$ cat config.mk
export PLATFORM = sky130hd
export DESIGN_NAME = sound_top
export DESIGN_NICKNAME = d
export VERILOG_FILES = /design/src/hdl/sound_pkg.sv /design/src/hdl/rate_tick.sv /design/src/hdl/pcm_channel.sv /design/src/hdl/tone_channel.sv /design/src/hdl/mixer_regs.sv /design/src/hdl/output_mixer.sv /design/src/hdl/sound_top.sv
export SDC_FILE = /design/constraint.sdc
export NUM_CORES = 1
export LEC_CHECK = 0
export BUFFER_PORTS_ARGS = -buffer_cell sky130_fd_sc_hd__clkbuf_2
export CELL_PAD_IN_SITES_DETAIL_PLACEMENT = 2
export CELL_PAD_IN_SITES_GLOBAL_PLACEMENT = 2
export CORE_ASPECT_RATIO = 0.75
export CORE_MARGIN = 10
export CORE_UTILIZATION = 35
export DETAILED_ROUTE_END_ITERATION = 6
export PLACE_DENSITY_LB_ADDON = 0.1
export SLEW_MARGIN = 5
export SYNTH_ARGS = -nofsm -noshare
export SYNTH_HDL_FRONTEND = slang
export SYNTH_SLANG_ARGS = --single-unit
export TNS_END_PERCENT = 100
$ cat constraint.sdc
create_clock -name clk -period 9.3 [get_ports clk]
set_input_delay 0 -clock clk [delete_from_list [all_inputs] [get_ports clk]]
set_output_delay 0 -clock clk [all_outputs]
set_load 0.03 [all_outputs]
$ cat src/hdl/sound_pkg.sv
// sound card shared definitions

package sound_pkg;

	// audio sample and volume widths
	localparam int SAMPLE_W = 16;   // signed output sample
	localparam int VOL_W    = 4;    // one volume nibble, 0 mutes

	// mixer register indices
	localparam logic [7:0] REG_RESET   = 8'h00;
	localparam logic [7:0] REG_VOICE   = 8'h04;   // pcm channel volume
	localparam logic [7:0] REG_MASTER  = 8'h22;
	localparam logic [7:0] REG_TONE    = 8'h26;   // tone channel volume
	localparam logic [7:0] REG_IRQ_SEL = 8'h80;

	// left 12, right 12
	localparam logic [7:0] VOL_DEFAULT = 8'hCC;

	// host offsets inside the card window
	localparam logic [3:0] ADDR_INDEX  = 4'd4;
	localparam logic [3:0] ADDR_DATA   = 4'd5;
	localparam logic [3:0] ADDR_PCM    = 4'd6;
	localparam logic [3:0] ADDR_STATUS = 4'd7;   // fifo count, low water in bit 7
	localparam logic [3:0] ADDR_DIV_LO = 4'd8;
	localparam logic [3:0] ADDR_DIV_HI = 4'd9;
	localparam logic [3:0] ADDR_AMP    = 4'd10;

endpackage

$ cat src/hdl/rate_tick.sv
// fractional rate strobe
`timescale 1ns/1ps

module rate_tick #(
	parameter int TICK_HZ = 1000000
) (
	input  logic        clk,
	input  logic        rst_n,
	input  logic [27:0] clock_rate,   // system clock in Hz
	output logic        tick
);

logic [27:0] acc;
logic [28:0] sum;   // one spare bit so the add never wraps

assign sum = {1'b0, acc} + 29'(TICK_HZ);

always_ff @(posedge clk) begin
	if (!rst_n) begin
		acc  <= '0;
		tick <= 1'b0;
	end else if (sum >= {1'b0, clock_rate}) begin
		acc  <= 28'(sum - {1'b0, clock_rate});   // keep the remainder
		tick <= 1'b1;
	end else begin
		acc  <= sum[27:0];
		tick <= 1'b0;
	end
end

endmodule

$ cat src/hdl/pcm_channel.sv
// pcm playback channel
`timescale 1ns/1ps

module pcm_channel #(
	parameter int FIFO_DEPTH = 16
) (
	input  logic                                     clk,
	input  logic                                     rst_n,
	input  logic                                     push,
	input  logic [7:0]                               push_data,
	input  logic                                     tick,
	output logic signed [sound_pkg::SAMPLE_W-1:0]    sample,
	output logic [$clog2(FIFO_DEPTH + 1)-1:0]        count,
	output logic                                     low_water
);

localparam int AW = $clog2(FIFO_DEPTH);
localparam int CW = $clog2(FIFO_DEPTH + 1);
localparam logic [CW-1:0] FULL_LVL = CW'(FIFO_DEPTH);
localparam logic [CW-1:0] LOW_MARK = CW'(FIFO_DEPTH / 4);

logic [7:0]    mem [FIFO_DEPTH];
logic [AW-1:0] wr_ptr;
logic [AW-1:0] rd_ptr;
logic [7:0]    head;
logic          do_push;
logic          do_pop;

assign do_push = push && (count != FULL_LVL);   // full fifo drops the byte
assign do_pop  = tick && (count != '0);
assign head    = mem[rd_ptr];

always_ff @(posedge clk) begin
	if (do_push) begin
		mem[wr_ptr] <= push_data;
	end
end

// pointers wrap on their own, depth is a power of two
always_ff @(posedge clk) begin
	if (!rst_n) begin
		wr_ptr <= '0;
		rd_ptr <= '0;
		count  <= '0;
	end else begin
		if (do_push)
			wr_ptr <= wr_ptr + 1'b1;
		if (do_pop)
			rd_ptr <= rd_ptr + 1'b1;
		case ({do_push, do_pop})
			2'b10:   count <= count + 1'b1;
			2'b01:   count <= count - 1'b1;
			default: count <= count;
		endcase
	end
end

// unsigned byte to signed sample, last value held on underrun
always_ff @(posedge clk) begin
	if (!rst_n) begin
		sample <= '0;
	end else if (do_pop) begin
		sample <= {~head[7], head[6:0], {(sound_pkg::SAMPLE_W - 8){1'b0}}};
	end
end

assign low_water = (count <= LOW_MARK);   // drives the irq

endmodule

$ cat src/hdl/tone_channel.sv
// square wave tone channel
`timescale 1ns/1ps

module tone_channel (
	input  logic                                  clk,
	input  logic                                  rst_n,
	input  logic                                  tick,
	input  logic                                  div_lo_wr,
	input  logic                                  div_hi_wr,
	input  logic                                  amp_wr,
	input  logic [7:0]                            wdata,
	output logic signed [sound_pkg::SAMPLE_W-1:0] sample
);

logic [11:0] divider;
logic [11:0] cnt;
logic [6:0]  amp;
logic        phase;   // 1 = positive half
logic signed [sound_pkg::SAMPLE_W-1:0] level;

// host writes
always_ff @(posedge clk) begin
	if (!rst_n) begin
		divider <= '0;
		amp     <= '0;
	end else begin
		if (div_lo_wr)
			divider[7:0] <= wdata;
		if (div_hi_wr)
			divider[11:8] <= wdata[3:0];   // upper bits ignored
		if (amp_wr)
			amp <= wdata[6:0];
	end
end

// phase toggles once every divider ticks
always_ff @(posedge clk) begin
	if (!rst_n) begin
		cnt   <= '0;
		phase <= 1'b1;
	end else if (divider == '0) begin
		cnt   <= '0;
		phase <= 1'b1;   // steady high level
	end else if (tick) begin
		if (cnt == '0) begin
			phase <= ~phase;
			cnt   <= divider - 1'b1;
		end else begin
			cnt <= cnt - 1'b1;
		end
	end
end

assign level  = {{(sound_pkg::SAMPLE_W - 14){1'b0}}, amp, 7'b0};
assign sample = phase ? level : -level;

endmodule

$ cat src/hdl/mixer_regs.sv
// mixer register file
`timescale 1ns/1ps

module mixer_regs (
	input  logic                             clk,
	input  logic                             rst_n,
	input  logic                             index_wr,
	input  logic                             data_wr,
	input  logic [7:0]                       wdata,
	output logic [7:0]                       rdata,
	output logic [2*sound_pkg::VOL_W-1:0]    vol_voice,
	output logic [2*sound_pkg::VOL_W-1:0]    vol_tone,
	output logic [2*sound_pkg::VOL_W-1:0]    vol_master,
	output logic [1:0]                       irq_sel
);

logic [7:0] index;
logic       restore;
logic       irq_5_en;
logic       irq_7_en;
logic       irq_10_en;

assign restore = data_wr && (index == sound_pkg::REG_RESET);

always_ff @(posedge clk) begin
	if (!rst_n)
		index <= '0;
	else if (index_wr)
		index <= wdata;
end

// volume bytes, high nibble left, low nibble right
always_ff @(posedge clk) begin
	if (!rst_n || restore) begin
		vol_voice  <= sound_pkg::VOL_DEFAULT;
		vol_tone   <= sound_pkg::VOL_DEFAULT;
		vol_master <= sound_pkg::VOL_DEFAULT;
	end else if (data_wr) begin
		case (index)
			sound_pkg::REG_VOICE:  vol_voice  <= wdata;
			sound_pkg::REG_TONE:   vol_tone   <= wdata;
			sound_pkg::REG_MASTER: vol_master <= wdata;
			default: ;
		endcase
	end
end

// irq selection survives a mixer reset write
always_ff @(posedge clk) begin
	if (!rst_n)
		irq_sel <= 2'b00;
	else if (data_wr && index == sound_pkg::REG_IRQ_SEL)
		irq_sel <= wdata[3:2];   // 01 irq 7, 10 irq 10, else irq 5
end

assign irq_7_en  = (irq_sel == 2'b01);
assign irq_10_en = (irq_sel == 2'b10);
assign irq_5_en  = !irq_7_en && !irq_10_en;

// readback of the indexed register, registered in the top level
always_comb begin
	case (index)
		sound_pkg::REG_VOICE:   rdata = vol_voice;
		sound_pkg::REG_TONE:    rdata = vol_tone;
		sound_pkg::REG_MASTER:  rdata = vol_master;
		sound_pkg::REG_IRQ_SEL: rdata = {4'h0, irq_10_en, irq_7_en, irq_5_en, 1'b0};
		default:                rdata = 8'h00;   // unknown index
	endcase
end

endmodule

$ cat src/hdl/output_mixer.sv
// stereo volume and sum pipeline
`timescale 1ns/1ps

module output_mixer (
	input  logic                                  clk,
	input  logic                                  rst_n,
	input  logic signed [sound_pkg::SAMPLE_W-1:0] voice,
	input  logic signed [sound_pkg::SAMPLE_W-1:0] tone,
	input  logic [2*sound_pkg::VOL_W-1:0]         vol_voice,
	input  logic [2*sound_pkg::VOL_W-1:0]         vol_tone,
	input  logic [2*sound_pkg::VOL_W-1:0]         vol_master,
	output logic signed [sound_pkg::SAMPLE_W-1:0] sample_l,
	output logic signed [sound_pkg::SAMPLE_W-1:0] sample_r
);

localparam int SW = sound_pkg::SAMPLE_W;
localparam int VW = sound_pkg::VOL_W;

// zero mutes, otherwise shift right by 15 - v
function automatic logic signed [SW-1:0] atten(input logic signed [SW-1:0] s,
                                               input logic [VW-1:0] v);
	if (v == '0)
		return '0;
	else
		return s >>> (~v);
endfunction

logic signed [SW-1:0] voice_l, voice_r;
logic signed [SW-1:0] tone_l, tone_r;
logic signed [SW-1:0] sum_l, sum_r;

// halves of both sources, no overflow possible
assign sum_l = (voice_l >>> 1) + (tone_l >>> 1);
assign sum_r = (voice_r >>> 1) + (tone_r >>> 1);

always_ff @(posedge clk) begin
	if (!rst_n) begin
		voice_l  <= '0;
		voice_r  <= '0;
		tone_l   <= '0;
		tone_r   <= '0;
		sample_l <= '0;
		sample_r <= '0;
	end else begin
		voice_l  <= atten(voice, vol_voice[2*VW-1:VW]);   // stage 1
		voice_r  <= atten(voice, vol_voice[VW-1:0]);
		tone_l   <= atten(tone, vol_tone[2*VW-1:VW]);
		tone_r   <= atten(tone, vol_tone[VW-1:0]);
		sample_l <= atten(sum_l, vol_master[2*VW-1:VW]);   // stage 2
		sample_r <= atten(sum_r, vol_master[VW-1:0]);
	end
end

endmodule

$ cat src/hdl/sound_top.sv
// sound card output subsystem
`timescale 1ns/1ps

module sound_top #(
	parameter int PCM_HZ     = 22050,
	parameter int TONE_HZ    = 1000000,
	parameter int FIFO_DEPTH = 16
) (
	input  logic                                  clk,
	input  logic                                  rst_n,
	input  logic [27:0]                           clock_rate,
	input  logic [3:0]                            address,
	input  logic                                  read,
	input  logic                                  write,
	input  logic [7:0]                            writedata,
	output logic [7:0]                            readdata,
	output logic signed [sound_pkg::SAMPLE_W-1:0] sample_l,
	output logic signed [sound_pkg::SAMPLE_W-1:0] sample_r,
	output logic                                  irq_5,
	output logic                                  irq_7,
	output logic                                  irq_10
);

localparam int CW = $clog2(FIFO_DEPTH + 1);

logic        pcm_tick, tone_tick;
logic [7:0]  mixer_val;
logic [7:0]  vol_voice, vol_tone, vol_master;
logic [1:0]  irq_sel;
logic [CW-1:0] count;
logic        low_water;
logic signed [sound_pkg::SAMPLE_W-1:0] voice_sample, tone_sample;

// write strobes, one per block
wire index_wr  = write && (address == sound_pkg::ADDR_INDEX);
wire data_wr   = write && (address == sound_pkg::ADDR_DATA);
wire push      = write && (address == sound_pkg::ADDR_PCM);
wire div_lo_wr = write && (address == sound_pkg::ADDR_DIV_LO);
wire div_hi_wr = write && (address == sound_pkg::ADDR_DIV_HI);
wire amp_wr    = write && (address == sound_pkg::ADDR_AMP);

always_ff @(posedge clk) begin
	if (!rst_n) begin
		readdata <= '0;
	end else if (read) begin
		case (address)
			sound_pkg::ADDR_DATA:   readdata <= mixer_val;
			sound_pkg::ADDR_STATUS: readdata <= {low_water, 7'(count)};
			default:                readdata <= 8'h00;
		endcase
	end
end

// low water irq on the selected line only
assign irq_7  = low_water && (irq_sel == 2'b01);
assign irq_10 = low_water && (irq_sel == 2'b10);
assign irq_5  = low_water && (irq_sel != 2'b01) && (irq_sel != 2'b10);

rate_tick #(.TICK_HZ(PCM_HZ)) pcm_rate (
	.clk(clk), .rst_n(rst_n), .clock_rate(clock_rate), .tick(pcm_tick)
);

rate_tick #(.TICK_HZ(TONE_HZ)) tone_rate (
	.clk(clk), .rst_n(rst_n), .clock_rate(clock_rate), .tick(tone_tick)
);

pcm_channel #(.FIFO_DEPTH(FIFO_DEPTH)) pcm (
	.clk(clk), .rst_n(rst_n), .push(push), .push_data(writedata), .tick(pcm_tick),
	.sample(voice_sample), .count(count), .low_water(low_water)
);

tone_channel tone (
	.clk(clk), .rst_n(rst_n), .tick(tone_tick), .div_lo_wr(div_lo_wr),
	.div_hi_wr(div_hi_wr), .amp_wr(amp_wr), .wdata(writedata), .sample(tone_sample)
);

mixer_regs regs (
	.clk(clk), .rst_n(rst_n), .index_wr(index_wr), .data_wr(data_wr), .wdata(writedata),
	.rdata(mixer_val), .vol_voice(vol_voice), .vol_tone(vol_tone),
	.vol_master(vol_master), .irq_sel(irq_sel)
);

output_mixer mix (
	.clk(clk), .rst_n(rst_n), .voice(voice_sample), .tone(tone_sample),
	.vol_voice(vol_voice), .vol_tone(vol_tone), .vol_master(vol_master),
	.sample_l(sample_l), .sample_r(sample_r)
);

endmodule

==> results of run 1 <==
==> tightest hold or removal path: cells and delay by family <==
kind            cells  cell delay [ns]
simple gates        1             0.15
buf+inv             1             0.35
compound gates      1             0.07
==> cells in the final DEF, fill, tap and decap left out, types with 86 or more instances in the layout <==
cell type / n
ha_1: 101
mux2i_1: 127
o21ai_0: 118
a21oi_1: 215
edfxtp_1: 128
clkbuf_2: 86
nor2_1: 292
dfxtp_1: 247
nand2_1: 217
inv_1: 98
==> per-stage QoR <==
step / hold slack, ns / std cells
2_1_floorplan: 0.0989 / 2399
3_3_place_gp: 0.443 / 3193
3_5_place_dp: 0.449 / 3193
4_1_cts: 0.00622 / 3277
5_1_grt: 0.0478 / 3277
6_report: 0.0269 / 3278
==> synth_stat cells, types with 5 or more instances <==
master	n	share of area (%)
o41ai_1	6	0.24
a2111oi_0	7	0.28
fa_1	5	0.45
o21bai_1	13	0.44
or2_2	6	0.17
nor3_1	42	0.95
a211oi_2	6	0.34
nor2b_1	22	0.62
mux4_2	49	5.0
a22o_1	5	0.20
o21a_1	22	0.75
nand3_1	61	1.4
nand2b_1	19	0.54
a31o_2	6	0.24
mux2_2	20	1.0
inv_1	98	1.7
nor4_1	6	0.17
clkbuf_1	105	1.8
nor3b_1	5	0.17
a21o_1	35	1.2
o22ai_1	7	0.20
a311oi_1	6	0.24
xnor2_1	77	3.1
a31oi_1	24	0.68
mux2i_1	127	5.7
buf_1	14	0.24
xor2_1	45	1.8
nand3b_1	6	0.20
a2bb2oi_1	6	0.24
nor2_1	292	5.0
a21oi_1	215	4.9
a22oi_1	12	0.41
o21ai_0	118	2.7
and2_1	10	0.28
a211oi_1	38	1.3
o31ai_1	6	0.20
o211ai_1	21	0.71
nand4_1	11	0.31
o211a_1	9	0.41
and3_1	20	0.57
nand2_1	217	3.7
dfxtp_1	249	23
edfxtp_1	128	17
ha_1	101	5.7
or3_1	12	0.34
==> worst max-delay path by stage <==
| stage | from | to | slack [ns] | cells after the start |
|---|---|---|---|---|
| finish | pcm_rate.acc[1]$_SDFF_PN0_ | pcm_rate.acc[7]$_SDFF_PN0_ | 4.29 | 19 |
| global route | pcm_rate.acc[1]$_SDFF_PN0_ | pcm_rate.acc[6]$_SDFF_PN0_ | 3.81 | 19 |
| CTS | pcm_rate.acc[1]$_SDFF_PN0_ | pcm_rate.acc[1]$_SDFF_PN0_ | 4.28 | 19 |
| detailed placement | pcm_rate.acc[1]$_SDFF_PN0_ | pcm_rate.acc[1]$_SDFF_PN0_ | 4.30 | 19 |
| global placement | pcm_rate.acc[1]$_SDFF_PN0_ | pcm_rate.acc[5]$_SDFF_PN0_ | 4.52 | 19 |
| floorplan | pcm_rate.acc[1]$_SDFF_PN0_ | pcm_rate.acc[10]$_SDFF_PN0_ | 5.59 | 19 |
==> area by class of cell <==
cell class              count  area share (%)
repair buffers            115            2.65
well taps                 810            4.07
clock buffers              49            4.54
flip-flops and latches    377            35.5
multi-input cells        1794            50.0
inverters                 101            1.53
diodes                      1          0.0101
clock inverters            31            1.72
==> report_power, final <==
group	total [mW]	switching, mW	internal [mW]
Sequential	1.76	0.0333	1.73
Clock	1.90	0.786	1.11
Combinational	0.728	0.454	0.275
==> kinds of logic after synthesis <==
kind of cell	Yosys count	synth area share, %
flip-flops	377	39.9
AND/OR/NAND/NOR	744	14.9
multiplexers	196	11.8
XOR/XNOR	122	4.83
buffers and inverters	228	4.01
adder cells (fa/ha/maj)	106	6.17
AO/OA/AOI/OAI	626	18.4
==> metal layers <==
metal / wire length (um) / track usage, % / vias to the layer above
li1: - / - / 8764
met1: 40000 / 30.9 / 9368
met2: 33700 / 31.5 / 275
met3: 3230 / 3.13 / 75
met4: 1190 / 4.03 / 0
met5: 0 / 0 / -
==> flip-flops by register name, summed over array words and instances (netlist names), 15 cells and up, named ones only <==
| register | flops |
|---|---|
| pcm_rate.acc | 28 |
| pcm.mem | 128 |
| mix.tone_l | 15 |
| mix.sample_l | 16 |
| mix.sample_r | 16 |
| mix.voice_l | 15 |
| mix.voice_r | 15 |
| mix.tone_r | 15 |
| tone_rate.acc | 28 |
==> repair_timing <==
action / in CTS / in global routing
hold buffers: 4 / 0
buffers inserted: 0 / 0
hold endpoints to repair: 14 / 0
==> reports/metrics.csv, run 1 <==
stage;metric;value;unit
floorplanning;initial cell density of the core;35.5;%
min_path;worst hold path class;primary input to flop;
synth;Post-synth EDFFs;128;
floorplanning;die width;310;um
place;placed cell area;0.0233;mm2
grt;number of global-route vias before repair;19809;
route;routed via count;18482;
synth;YS warnings;0;
sta;skew final;0.0262;ns
cts;CTS Buffer Depth;3;
cts;Worst-path clk slew;0.07;ns
synth;Seq/Total Area, Yosys;39.9;%
cells_and_area;post-layout util;40.0;%
sta;period utilization;53.8;%
grt;total global-route track usage;20.8;%
cells_and_area;final net count;2582;
setup_path;Buf/Inv on CP;1;
cts;TritonCTS clock tree;built;
place;gpl congestion;0.832;
setup_path;origin of the critical flop-to-flop path;pcm_rate.acc[1]$_SDFF_PN0_;
sta;PnR worst setup slack;4.29;ns
sta;RSZ-0062 raised after global routing;no;
cells_and_area;register area;0.00883;mm2
cells_and_area;fin area;0.0249;mm2
setup_path;Worst path top cell family by delay;compound AO/OA/AOI/OAI gates;
setup_path;CP cell instances;ha_1, a31oi_1, o21ai_0, a21oi_1, o21bai_1, and2_1, nand2_1, xnor2_1, ha_1, nand2_1, o21ai_0, nor3_1, and3_1, o31ai_2, nand2_2, nand2_1, buf_4, mux2i_1, nor2_1;
pwr;Final Power;4.39;mW
setup_path;CP max FO;25;
pwr;Max IR drop VDD;0.163;mV
route;DRT Wirelength;78.0;mm
cells_and_area;multi-input logic area;0.0124;mm2
route;Vias/cell;5.64;
sta;max-slew violations;0;
setup_path;Worst Setup End Kind;flop;
place;HPWL after DPL;57.6;mm
floorplanning;row count;79;
cells_and_area;area grow syn2layout;12.5;%
pwr;PD cells;177;mW/mm2
cts;post-CTS resize count;0;
synth;post-synthesis register bit count;377;
setup_path;Worst Reg-to-Reg Cells;19;
cts;Clock Latency Late Sink;0.61;ns
sta;Max transition margin;26.3;%
cells_and_area;filler cell count in the final layout;6766;
place;Setup WS pre-CTS;4.30;ns
synth;synthesized net count;2549;
grt;first-pass GRT wire length;121;mm
place;Port-buffer cells;86;
min_path;WHS Endpoint;regs.vol_tone[4]$_SDFFE_PP0P_;
setup_path;CP Launch Type;flop;
pwr;P_leak;9.58;nW
synth;Synth async-reset ratio;0;%
sta;Fin. Hold Viols;0;
grt;largest net degree at the start of global routing;56;
sta;Max Clk Rate;0.200;GHz
status;outcome;completed;
route;number of DRC markers in iteration 0;917;
grt;grt total ovfl;0;
setup_path;slowest CP cell;buf_4;
grt;antenna violations before repair;0;
setup_path;Worst EP required;9.74;ns
synth;Synth Cell Area;0.0221;mm2
synth;Gate Count Post-Synth;2399;
floorplanning;Die Y;238;um
setup_path;CP arrival;5.44;ns
min_path;Worst Hold Path Cells;3;
cts;# H-tree levels;2;
sta;minimum clock period;5.01;ns
synth;synth unique cells;92;
cts;Root Buffer;clkbuf_16;
synth;syn avg cell area;9.22;um2
cells_and_area;share of cells above drive strength 1;12.0;%
setup_path;Reg-to-Reg End;pcm_rate.acc[7]$_SDFF_PN0_;
floorplanning;die area;0.0737;mm2
route;DR pass1 iterations;5;
min_path;Hold Path Origin;writedata[4];
floorplanning;io pins;87;
setup_path;reg-to-reg slack, setup;4.29;ns
setup_path;max incr delay on CP;0.44;ns
route;Avg WL per Cell;23.8;um
setup_path;CP most frequent cell;nand2_1;
cts;clock sinks;377;
sta;setup_tns;0;ns
cts;Num CTS Buffers;43;
job;maxcap violations;0;
sta;Finish-stage setup viols;0;
synth;Main synth FF type;dfxtp_1;
route;remaining routing DRC violations;0;
floorplanning;area of the core;0.0623;mm2
route;DRT antenna net count;0;
sta;worst-margin pin slew;1.09;ns
setup_path;Critical Setup Path Class;flop to flop;
(Power assumes the default switching activity.)
==> inputs of run 2 (changes only) <==
==> constraint.sdc (replaced) <==
create_clock -name clk -period 4.1 [get_ports clk]
set_input_delay 0 -clock clk [delete_from_list [all_inputs] [get_ports clk]]
set_output_delay 0 -clock clk [all_outputs]
set_load 0.03 [all_outputs]
==> run 2 against run 1 <==
- setup slack got worse by 4.1 ns
- sequential power is 130% higher
- count of clock-buffer cells in the layout did not move
- clock skew up 0.0066 ns
- global-route usage is 0.065 points higher
- clock power increased by 130%
- largest cell class unchanged
- largest power group unchanged
==> reports/metrics.csv, run 2 (synthesis gave the netlist of run 1 again) <==
stage;metric;value;unit;change
pwr;Max IR drop VDD;0.375;mV;was 0.163 mV
place;HPWL after DPL;58.9;mm;was 57.6 mm
floorplanning;initial cell density of the core;35.5;%;unchanged
sta;skew final;0.0328;ns;was 0.0262 ns
sta;Finish-stage setup viols;0;;unchanged
setup_path;CP max FO;9;;was 25
grt;antenna violations before repair;2;;was 0
route;DRT antenna net count;0;;unchanged
cts;CTS Buffer Depth;3;;unchanged
cells_and_area;antenna cells;0;;was 1
cells_and_area;filler cell count in the final layout;6738;;was 6766
setup_path;Worst EP required;4.55;ns;was 9.74 ns
grt;grt total ovfl;0;;unchanged
cells_and_area;most frequent cells in the layout;nor2_1 (291), dfxtp_1 (246), nand2_1 (216);;was nor2_1 (292), dfxtp_1 (247), nand2_1 (217)
grt;first-pass GRT wire length;121;mm;about the same
sta;period utilization;95.3;%;was 53.8%
grt;number of global-route vias before repair;19972;;was 19809
cells_and_area;final net count;2624;;was 2582
sta;max-slew violations;0;;unchanged
grt;total global-route track usage;20.9;%;was 20.8%
route;Avg WL per Cell;23.7;um;was 23.8 um
place;Setup WS pre-CTS;-0.393;ns;was 4.30 ns
floorplanning;Die Y;238;um;unchanged
floorplanning;area of the core;0.0623;mm2;unchanged
sta;setup_tns;0;ns;unchanged
pwr;PD cells;399;mW/mm2;was 177 mW/mm2
sta;Max transition margin;19.7;%;was 26.3%
sta;hold_ws;0.0385;ns;was 0.0269 ns
cells_and_area;Largest Register;pcm.mem;;unchanged
sta;worst-margin pin slew;1.20;ns;was 1.09 ns
cells_and_area;multi-input logic area;0.0125;mm2;was 0.0124 mm2
floorplanning;die width;310;um;unchanged
sta;Fin. Hold Viols;0;;unchanged
route;routed via count;18646;;was 18482
min_path;worst hold path class;primary input to flop;;unchanged
cells_and_area;Regs by FF count;pcm.mem x128, pcm_rate.acc x28, tone_rate.acc x28;;unchanged
place;Port-buffer cells;86;;unchanged
route;remaining routing DRC violations;0;;unchanged
cells_and_area;max reg flops;128;;unchanged
floorplanning;io pins;87;;unchanged
sta;PnR worst setup slack;0.194;ns;was 4.29 ns
grt;largest net degree at the start of global routing;53;;was 56
cells_and_area;share of cells above drive strength 1;14.0;%;was 12.0%
cts;Clock Latency Late Sink;0.60;ns;was 0.61 ns
route;number of DRC markers in iteration 0;1075;;was 917
place;gpl congestion;0.849;;was 0.832
setup_path;CP Launch Type;flop;;unchanged
setup_path;CP arrival;4.35;ns;was 5.44 ns
cts;Worst-path clk slew;0.07;ns;about the same
cts;Num CTS Buffers;42;;was 43
place;# placed instances;3233;;was 3193
route;DRT Wirelength;78.6;mm;was 78.0 mm
setup_path;Worst Setup End Kind;flop;;unchanged
cts;Root Buffer;clkbuf_16;;unchanged
setup_path;Critical Setup Path Class;flop to flop;;unchanged
cells_and_area;register area;0.00883;mm2;about the same
floorplanning;die area;0.0737;mm2;unchanged
cells_and_area;area grow syn2layout;14.5;%;was 12.5%
floorplanning;row count;79;;unchanged
job;maxcap violations;0;;unchanged
route;DR pass1 iterations;5;;unchanged
cts;TritonCTS clock tree;built;;unchanged
status;outcome;completed;;unchanged
cts;# H-tree levels;2;;unchanged
sta;minimum clock period;3.91;ns;was 5.01 ns
cts;clock sinks;377;;unchanged
sta;Max Clk Rate;0.256;GHz;was 0.200 GHz
route;Vias/cell;5.62;;was 5.64
cells_and_area;final cell count without fillers;3316;;was 3278
pwr;P_leak;9.79;nW;was 9.58 nW
cells_and_area;commonest non-fill, non-tap cell in the layout;nor2_1;;unchanged
## run 2: what timing repair did
action                     CTS  global route
hold buffers                 4             0
hold endpoints to repair    11             0
gates resized for setup      7            26
setup endpoints to repair   29            55
pin swaps                    1             2
setup buffers                2             1
## run 2: cell type report
class | count | area share, %
repair buffers | 158 | 4.03
inverters | 101 | 1.51
clock buffers | 49 | 4.33
well taps | 810 | 4.00
flip-flops and latches | 377 | 34.9
clock inverters | 27 | 1.76
multi-input cells | 1794 | 49.5
## run 2: path summary, 6_finish.rpt
check	startpoint	endpoint	slack (ns)	cells past startpoint
max	pcm_rate.acc[2]$_SDFF_PN0_	pcm_rate.acc[10]$_SDFF_PN0_	0.19	17
min	address[3]	tone.divider[8]$_SDFFE_PN0P_	0.04	5
min reg2reg	tone_rate.acc[0]$_SDFFE_PN0N_	tone_rate.acc[0]$_SDFFE_PN0N_	0.47	2
max reg2reg	pcm_rate.acc[2]$_SDFF_PN0_	pcm_rate.acc[10]$_SDFF_PN0_	0.19	17
## run 2: power breakdown
part           switching [mW]  leakage, nW  total (mW)  internal (mW)
Combinational            1.09         5.90        1.80          0.713
Clock                    1.78        0.734        4.30           2.53
Sequential             0.0739         3.17        4.00           3.93
Total                    2.94         9.79        10.1           7.16
## run 2: through the flow
stage / total power [mW] / utilization (%) / instance area [um2]
final: 10.1 / 40.7 / 25300
after global routing: 10.6 / 40.7 / 25300
after CTS: 10.2 / 40.5 / 25200
after detailed placement: 5.82 / 37.9 / 23600
after global placement: 5.75 / 37.9 / 23600
after floorplan: 5.23 / - / 22100
## run 2: critical path, cell delays in order (launching register included)
cell	delay [ns]
dfxtp_1	0.35
ha_1	0.23
a31oi_1	0.28
o21ai_2	0.14
a21oi_2	0.27
o21bai_4	0.13
xor2_1	0.17
ha_1	0.40
nand2_1	0.13
nor3b_1	0.21
a32oi_1	0.20
and3_1	0.27
o31ai_4	0.27
nand2_2	0.10
nand2_2	0.13
buf_6	0.19
mux2i_1	0.24
nor2_1	0.05
## run 2: metal layers
| metal | routed length [um] | share of wire (%) | global-route usage [%] | vias up |
|---|---|---|---|---|
| met5 | 0 | 0 | 0 | - |
| met3 | 3720 | 4.7 | 3.84 | 76 |
| met4 | 1120 | 1.4 | 3.91 | 0 |
| met1 | 39800 | 51 | 30.4 | 9428 |
| li1 | - | - | - | 8850 |
| met2 | 34000 | 43 | 31.9 | 292 |
==> inputs of run 3 (changes only) <==
--- a/config.mk
+++ b/config.mk
@@ -10,7 +10,7 @@
 export CELL_PAD_IN_SITES_GLOBAL_PLACEMENT = 2
 export CORE_ASPECT_RATIO = 0.75
 export CORE_MARGIN = 10
-export CORE_UTILIZATION = 35
+export CORE_UTILIZATION = 34
 export DETAILED_ROUTE_END_ITERATION = 6
 export PLACE_DENSITY_LB_ADDON = 0.1
 export SLEW_MARGIN = 5
==> run 3 against run 2 <==
- clock power decreased by 6.7%
- critical path depth decreased by 1
- setup slack improved by 0.045 ns
- via count increased by 0.64%
- wire length increased by 0.65%
- global-route usage decreased by 0.36 points
- maximum frequency increased by 1.2%
- sequential share of layout area decreased by 0.12 points
- count of clock-buffer cells in the layout increased by 16
- critical path type unchanged
- clock skew increased by 0.024 ns
- non-clock buffer count unchanged
- sequential power about the same
==> reports/metrics.csv, run 3 (synthesis gave the netlist of run 1 again) <==
stage;metric;value;unit;change
sta;skew final;0.0567;ns;was 0.0328 ns
floorplanning;io pins;87;;unchanged
cells_and_area;Largest Register;pcm.mem;;unchanged
cells_and_area;final net count;2626;;was 2624
pwr;Reg power frac;40.8;%;was 39.6%
sta;Fin. Hold Viols;0;;unchanged
pwr;clock network power share;40.9;%;was 42.6%
place;Port-buffer cells;86;;unchanged
cts;Clock Latency Late Sink;0.61;ns;was 0.60 ns
grt;Global Route met1 Usage;30.5;%;was 30.4%
route;DRT Wirelength;79.1;mm;was 78.6 mm
grt;antenna violations before repair;0;;was 2
cells_and_area;area grow syn2layout;14.9;%;was 14.5%
cells_and_area;filler cell count in the final layout;7002;;was 6738
grt;grt peak-use layer;met2;;unchanged
setup_path;CP arrival;4.29;ns;was 4.35 ns
cts;Num CTS Buffers;44;;was 42
cts;Root Buffer;clkbuf_16;;unchanged
cts;clock sinks;377;;unchanged
route;remaining routing DRC violations;0;;unchanged
setup_path;CP max FO;21;;was 9
pwr;Final Power;9.81;mW;was 10.1 mW
floorplanning;area of the core;0.0640;mm2;was 0.0623 mm2
job;maxcap violations;0;;unchanged
status;outcome;completed;;unchanged
cts;# H-tree levels;2;;unchanged
sta;minimum clock period;3.86;ns;was 3.91 ns
route;DRT antenna net count;0;;unchanged
grt;GR Util met3;3.07;%;was 3.84%
grt;number of global-route vias before repair;19824;;was 19972
floorplanning;row count;80;;was 79
pwr;Sw Share;29.2;%;was 29.1%
sta;worst-margin pin slew;1.15;ns;was 1.20 ns
route;Vias/cell;5.57;;was 5.62
place;gpl congestion;0.831;;was 0.849
cells_and_area;Regs by FF count;pcm.mem x128, pcm_rate.acc x28, tone_rate.acc x28;;unchanged
cells_and_area;post-layout util;39.7;%;was 40.7%
route;Avg WL per Cell;23.5;um;was 23.7 um
grt;first-pass GRT wire length;122;mm;was 121 mm
grt;met2 GRT Util;31.1;%;was 31.9%
cts;Worst-path clk slew;0.07;ns;about the same
grt;largest net degree at the start of global routing;58;;was 53
place;# placed instances;3278;;was 3233
sta;Max transition margin;22.3;%;was 19.7%
cells_and_area;most frequent cells in the layout;nor2_1 (289), dfxtp_1 (246), nand2_1 (216);;was nor2_1 (291), dfxtp_1 (246), nand2_1 (216)
pwr;Max IR drop VDD;0.335;mV;was 0.375 mV
cells_and_area;register area;0.00883;mm2;unchanged
min_path;Worst Hold Path Cells;5;;unchanged
pwr;Gate power share;18.3;%;was 17.8%
sta;RSZ-0062 raised after global routing;no;;
pwr;internal power;6.95;mW;was 7.16 mW
setup_path;Worst EP required;4.53;ns;was 4.55 ns
grt;grt total ovfl;0;;unchanged
route;number of DRC markers in iteration 0;1255;;was 1075
floorplanning;die width;314;um;was 310 um
place;HPWL after DPL;59.2;mm;was 58.9 mm
grt;total global-route track usage;20.5;%;was 20.9%
setup_path;Worst Setup End Kind;flop;;unchanged
sta;Max Clk Rate;0.259;GHz;was 0.256 GHz
cts;TritonCTS clock tree;built;;unchanged
setup_path;Worst Reg-to-Reg Cells;16;;was 17
cells_and_area;commonest non-fill, non-tap cell in the layout;nor2_1;;unchanged
cells_and_area;max reg flops;128;;unchanged
place;Setup WS pre-CTS;-0.146;ns;was -0.393 ns
cells_and_area;share of cells above drive strength 1;14.4;%;was 14.0%
route;DR pass1 iterations;5;;unchanged
pwr;P_leak;9.77;nW;was 9.79 nW
pwr;PD cells;386;mW/mm2;was 399 mW/mm2
floorplanning;die area;0.0757;mm2;was 0.0737 mm2
sta;max-slew violations;0;;unchanged
sta;PnR worst setup slack;0.239;ns;was 0.194 ns
floorplanning;initial cell density of the core;34.6;%;was 35.5%
setup_path;Critical Setup Path Class;flop to flop;;unchanged
cells_and_area;multi-input logic area;0.0126;mm2;was 0.0125 mm2
cells_and_area;final cell count without fillers;3370;;was 3316
setup_path;CP Launch Type;flop;;unchanged
cts;CTS Buffer Depth;3;;unchanged
floorplanning;Die Y;241;um;was 238 um
min_path;worst hold path class;primary input to flop;;unchanged
sta;setup_tns;0;ns;unchanged
sta;Finish-stage setup viols;0;;unchanged
route;routed via count;18765;;was 18646
pwr;switching pwr;2.86;mW;was 2.94 mW
sta;period utilization;94.2;%;was 95.3%
## run 3: power groups by stage
stage | sequential [mW] | combinational (mW) | clock, mW
2_1_floorplan | 4.06 | 1.16 | 0
3_3_place_gp | 4.08 | 1.63 | 0
3_5_place_dp | 4.08 | 1.68 | 0
4_1_cts | 4.00 | 1.71 | 4.14
5_1_grt | 4.01 | 1.98 | 4.28
6_report | 4.01 | 1.80 | 4.01
## run 3: metrics by stage
stage | hold slack, ns | instance area, um2
global route | 0.0487 | 25400
floorplan | 0.0989 | 22100
finish | 0.0386 | 25400
global placement | 0.421 | 23600
detailed placement | 0.431 | 23600
CTS | 0.00876 | 25200
## run 3: final cells by class
| cell class | instances | share of cell area, % |
|---|---|---|
| inverters | 101 | 1.50 |
| repair buffers | 158 | 4.12 |
| well taps | 861 | 4.24 |
| multi-input cells | 1794 | 49.6 |
| flip-flops and latches | 377 | 34.8 |
| diodes | 1 | 0.00985 |
| clock inverters | 13 | 0.763 |
| clock buffers | 65 | 5.00 |
## run 3: final timing paths
kind                                                    start  slack [ns]                             to
worst min register to register  tone_rate.acc[0]$_SDFFE_PN0N_        0.46  tone_rate.acc[0]$_SDFFE_PN0N_
worst max-delay path               pcm_rate.acc[1]$_SDFF_PN0_        0.24     pcm_rate.acc[4]$_SDFF_PN0_
worst min-delay path                               address[3]        0.04   tone.divider[8]$_SDFFE_PN0P_
worst max register to register     pcm_rate.acc[1]$_SDFF_PN0_        0.24     pcm_rate.acc[4]$_SDFF_PN0_
## run 3: timing repair
| item | in CTS | in global routing |
|---|---|---|
| gates cloned | 0 | 1 |
| endpoints found under the setup margin | 42 | 57 |
| pin swaps | 1 | 8 |
| hold endpoints to repair | 12 | 0 |
| hold buffers | 4 | 0 |
| resized for setup | 6 | 43 |
| setup buffers | 2 | 6 |
## run 3: critical path, cell delays in order, from the launching register on
cell and delay [ns]:
dfxtp_1 0.39, ha_2 0.24, a31oi_2 0.12, buf_4 0.16, nand2b_1 0.17, xnor2_1 0.18, ha_2 0.41, and4_2 0.30
nand3_1 0.18, a2111o_1 0.37, and3_1 0.21, o31ai_4 0.29, nand2_2 0.10, nand2_2 0.13, buf_12 0.20, mux2i_1 0.21
nor2_1 0.06
## run 3: per-layer routing
metal	part of all wire (%)	up-vias
met4	1.6	0
met5	0	-
met2	43	336
met3	4.7	77
li1	-	8865
met1	51	9487
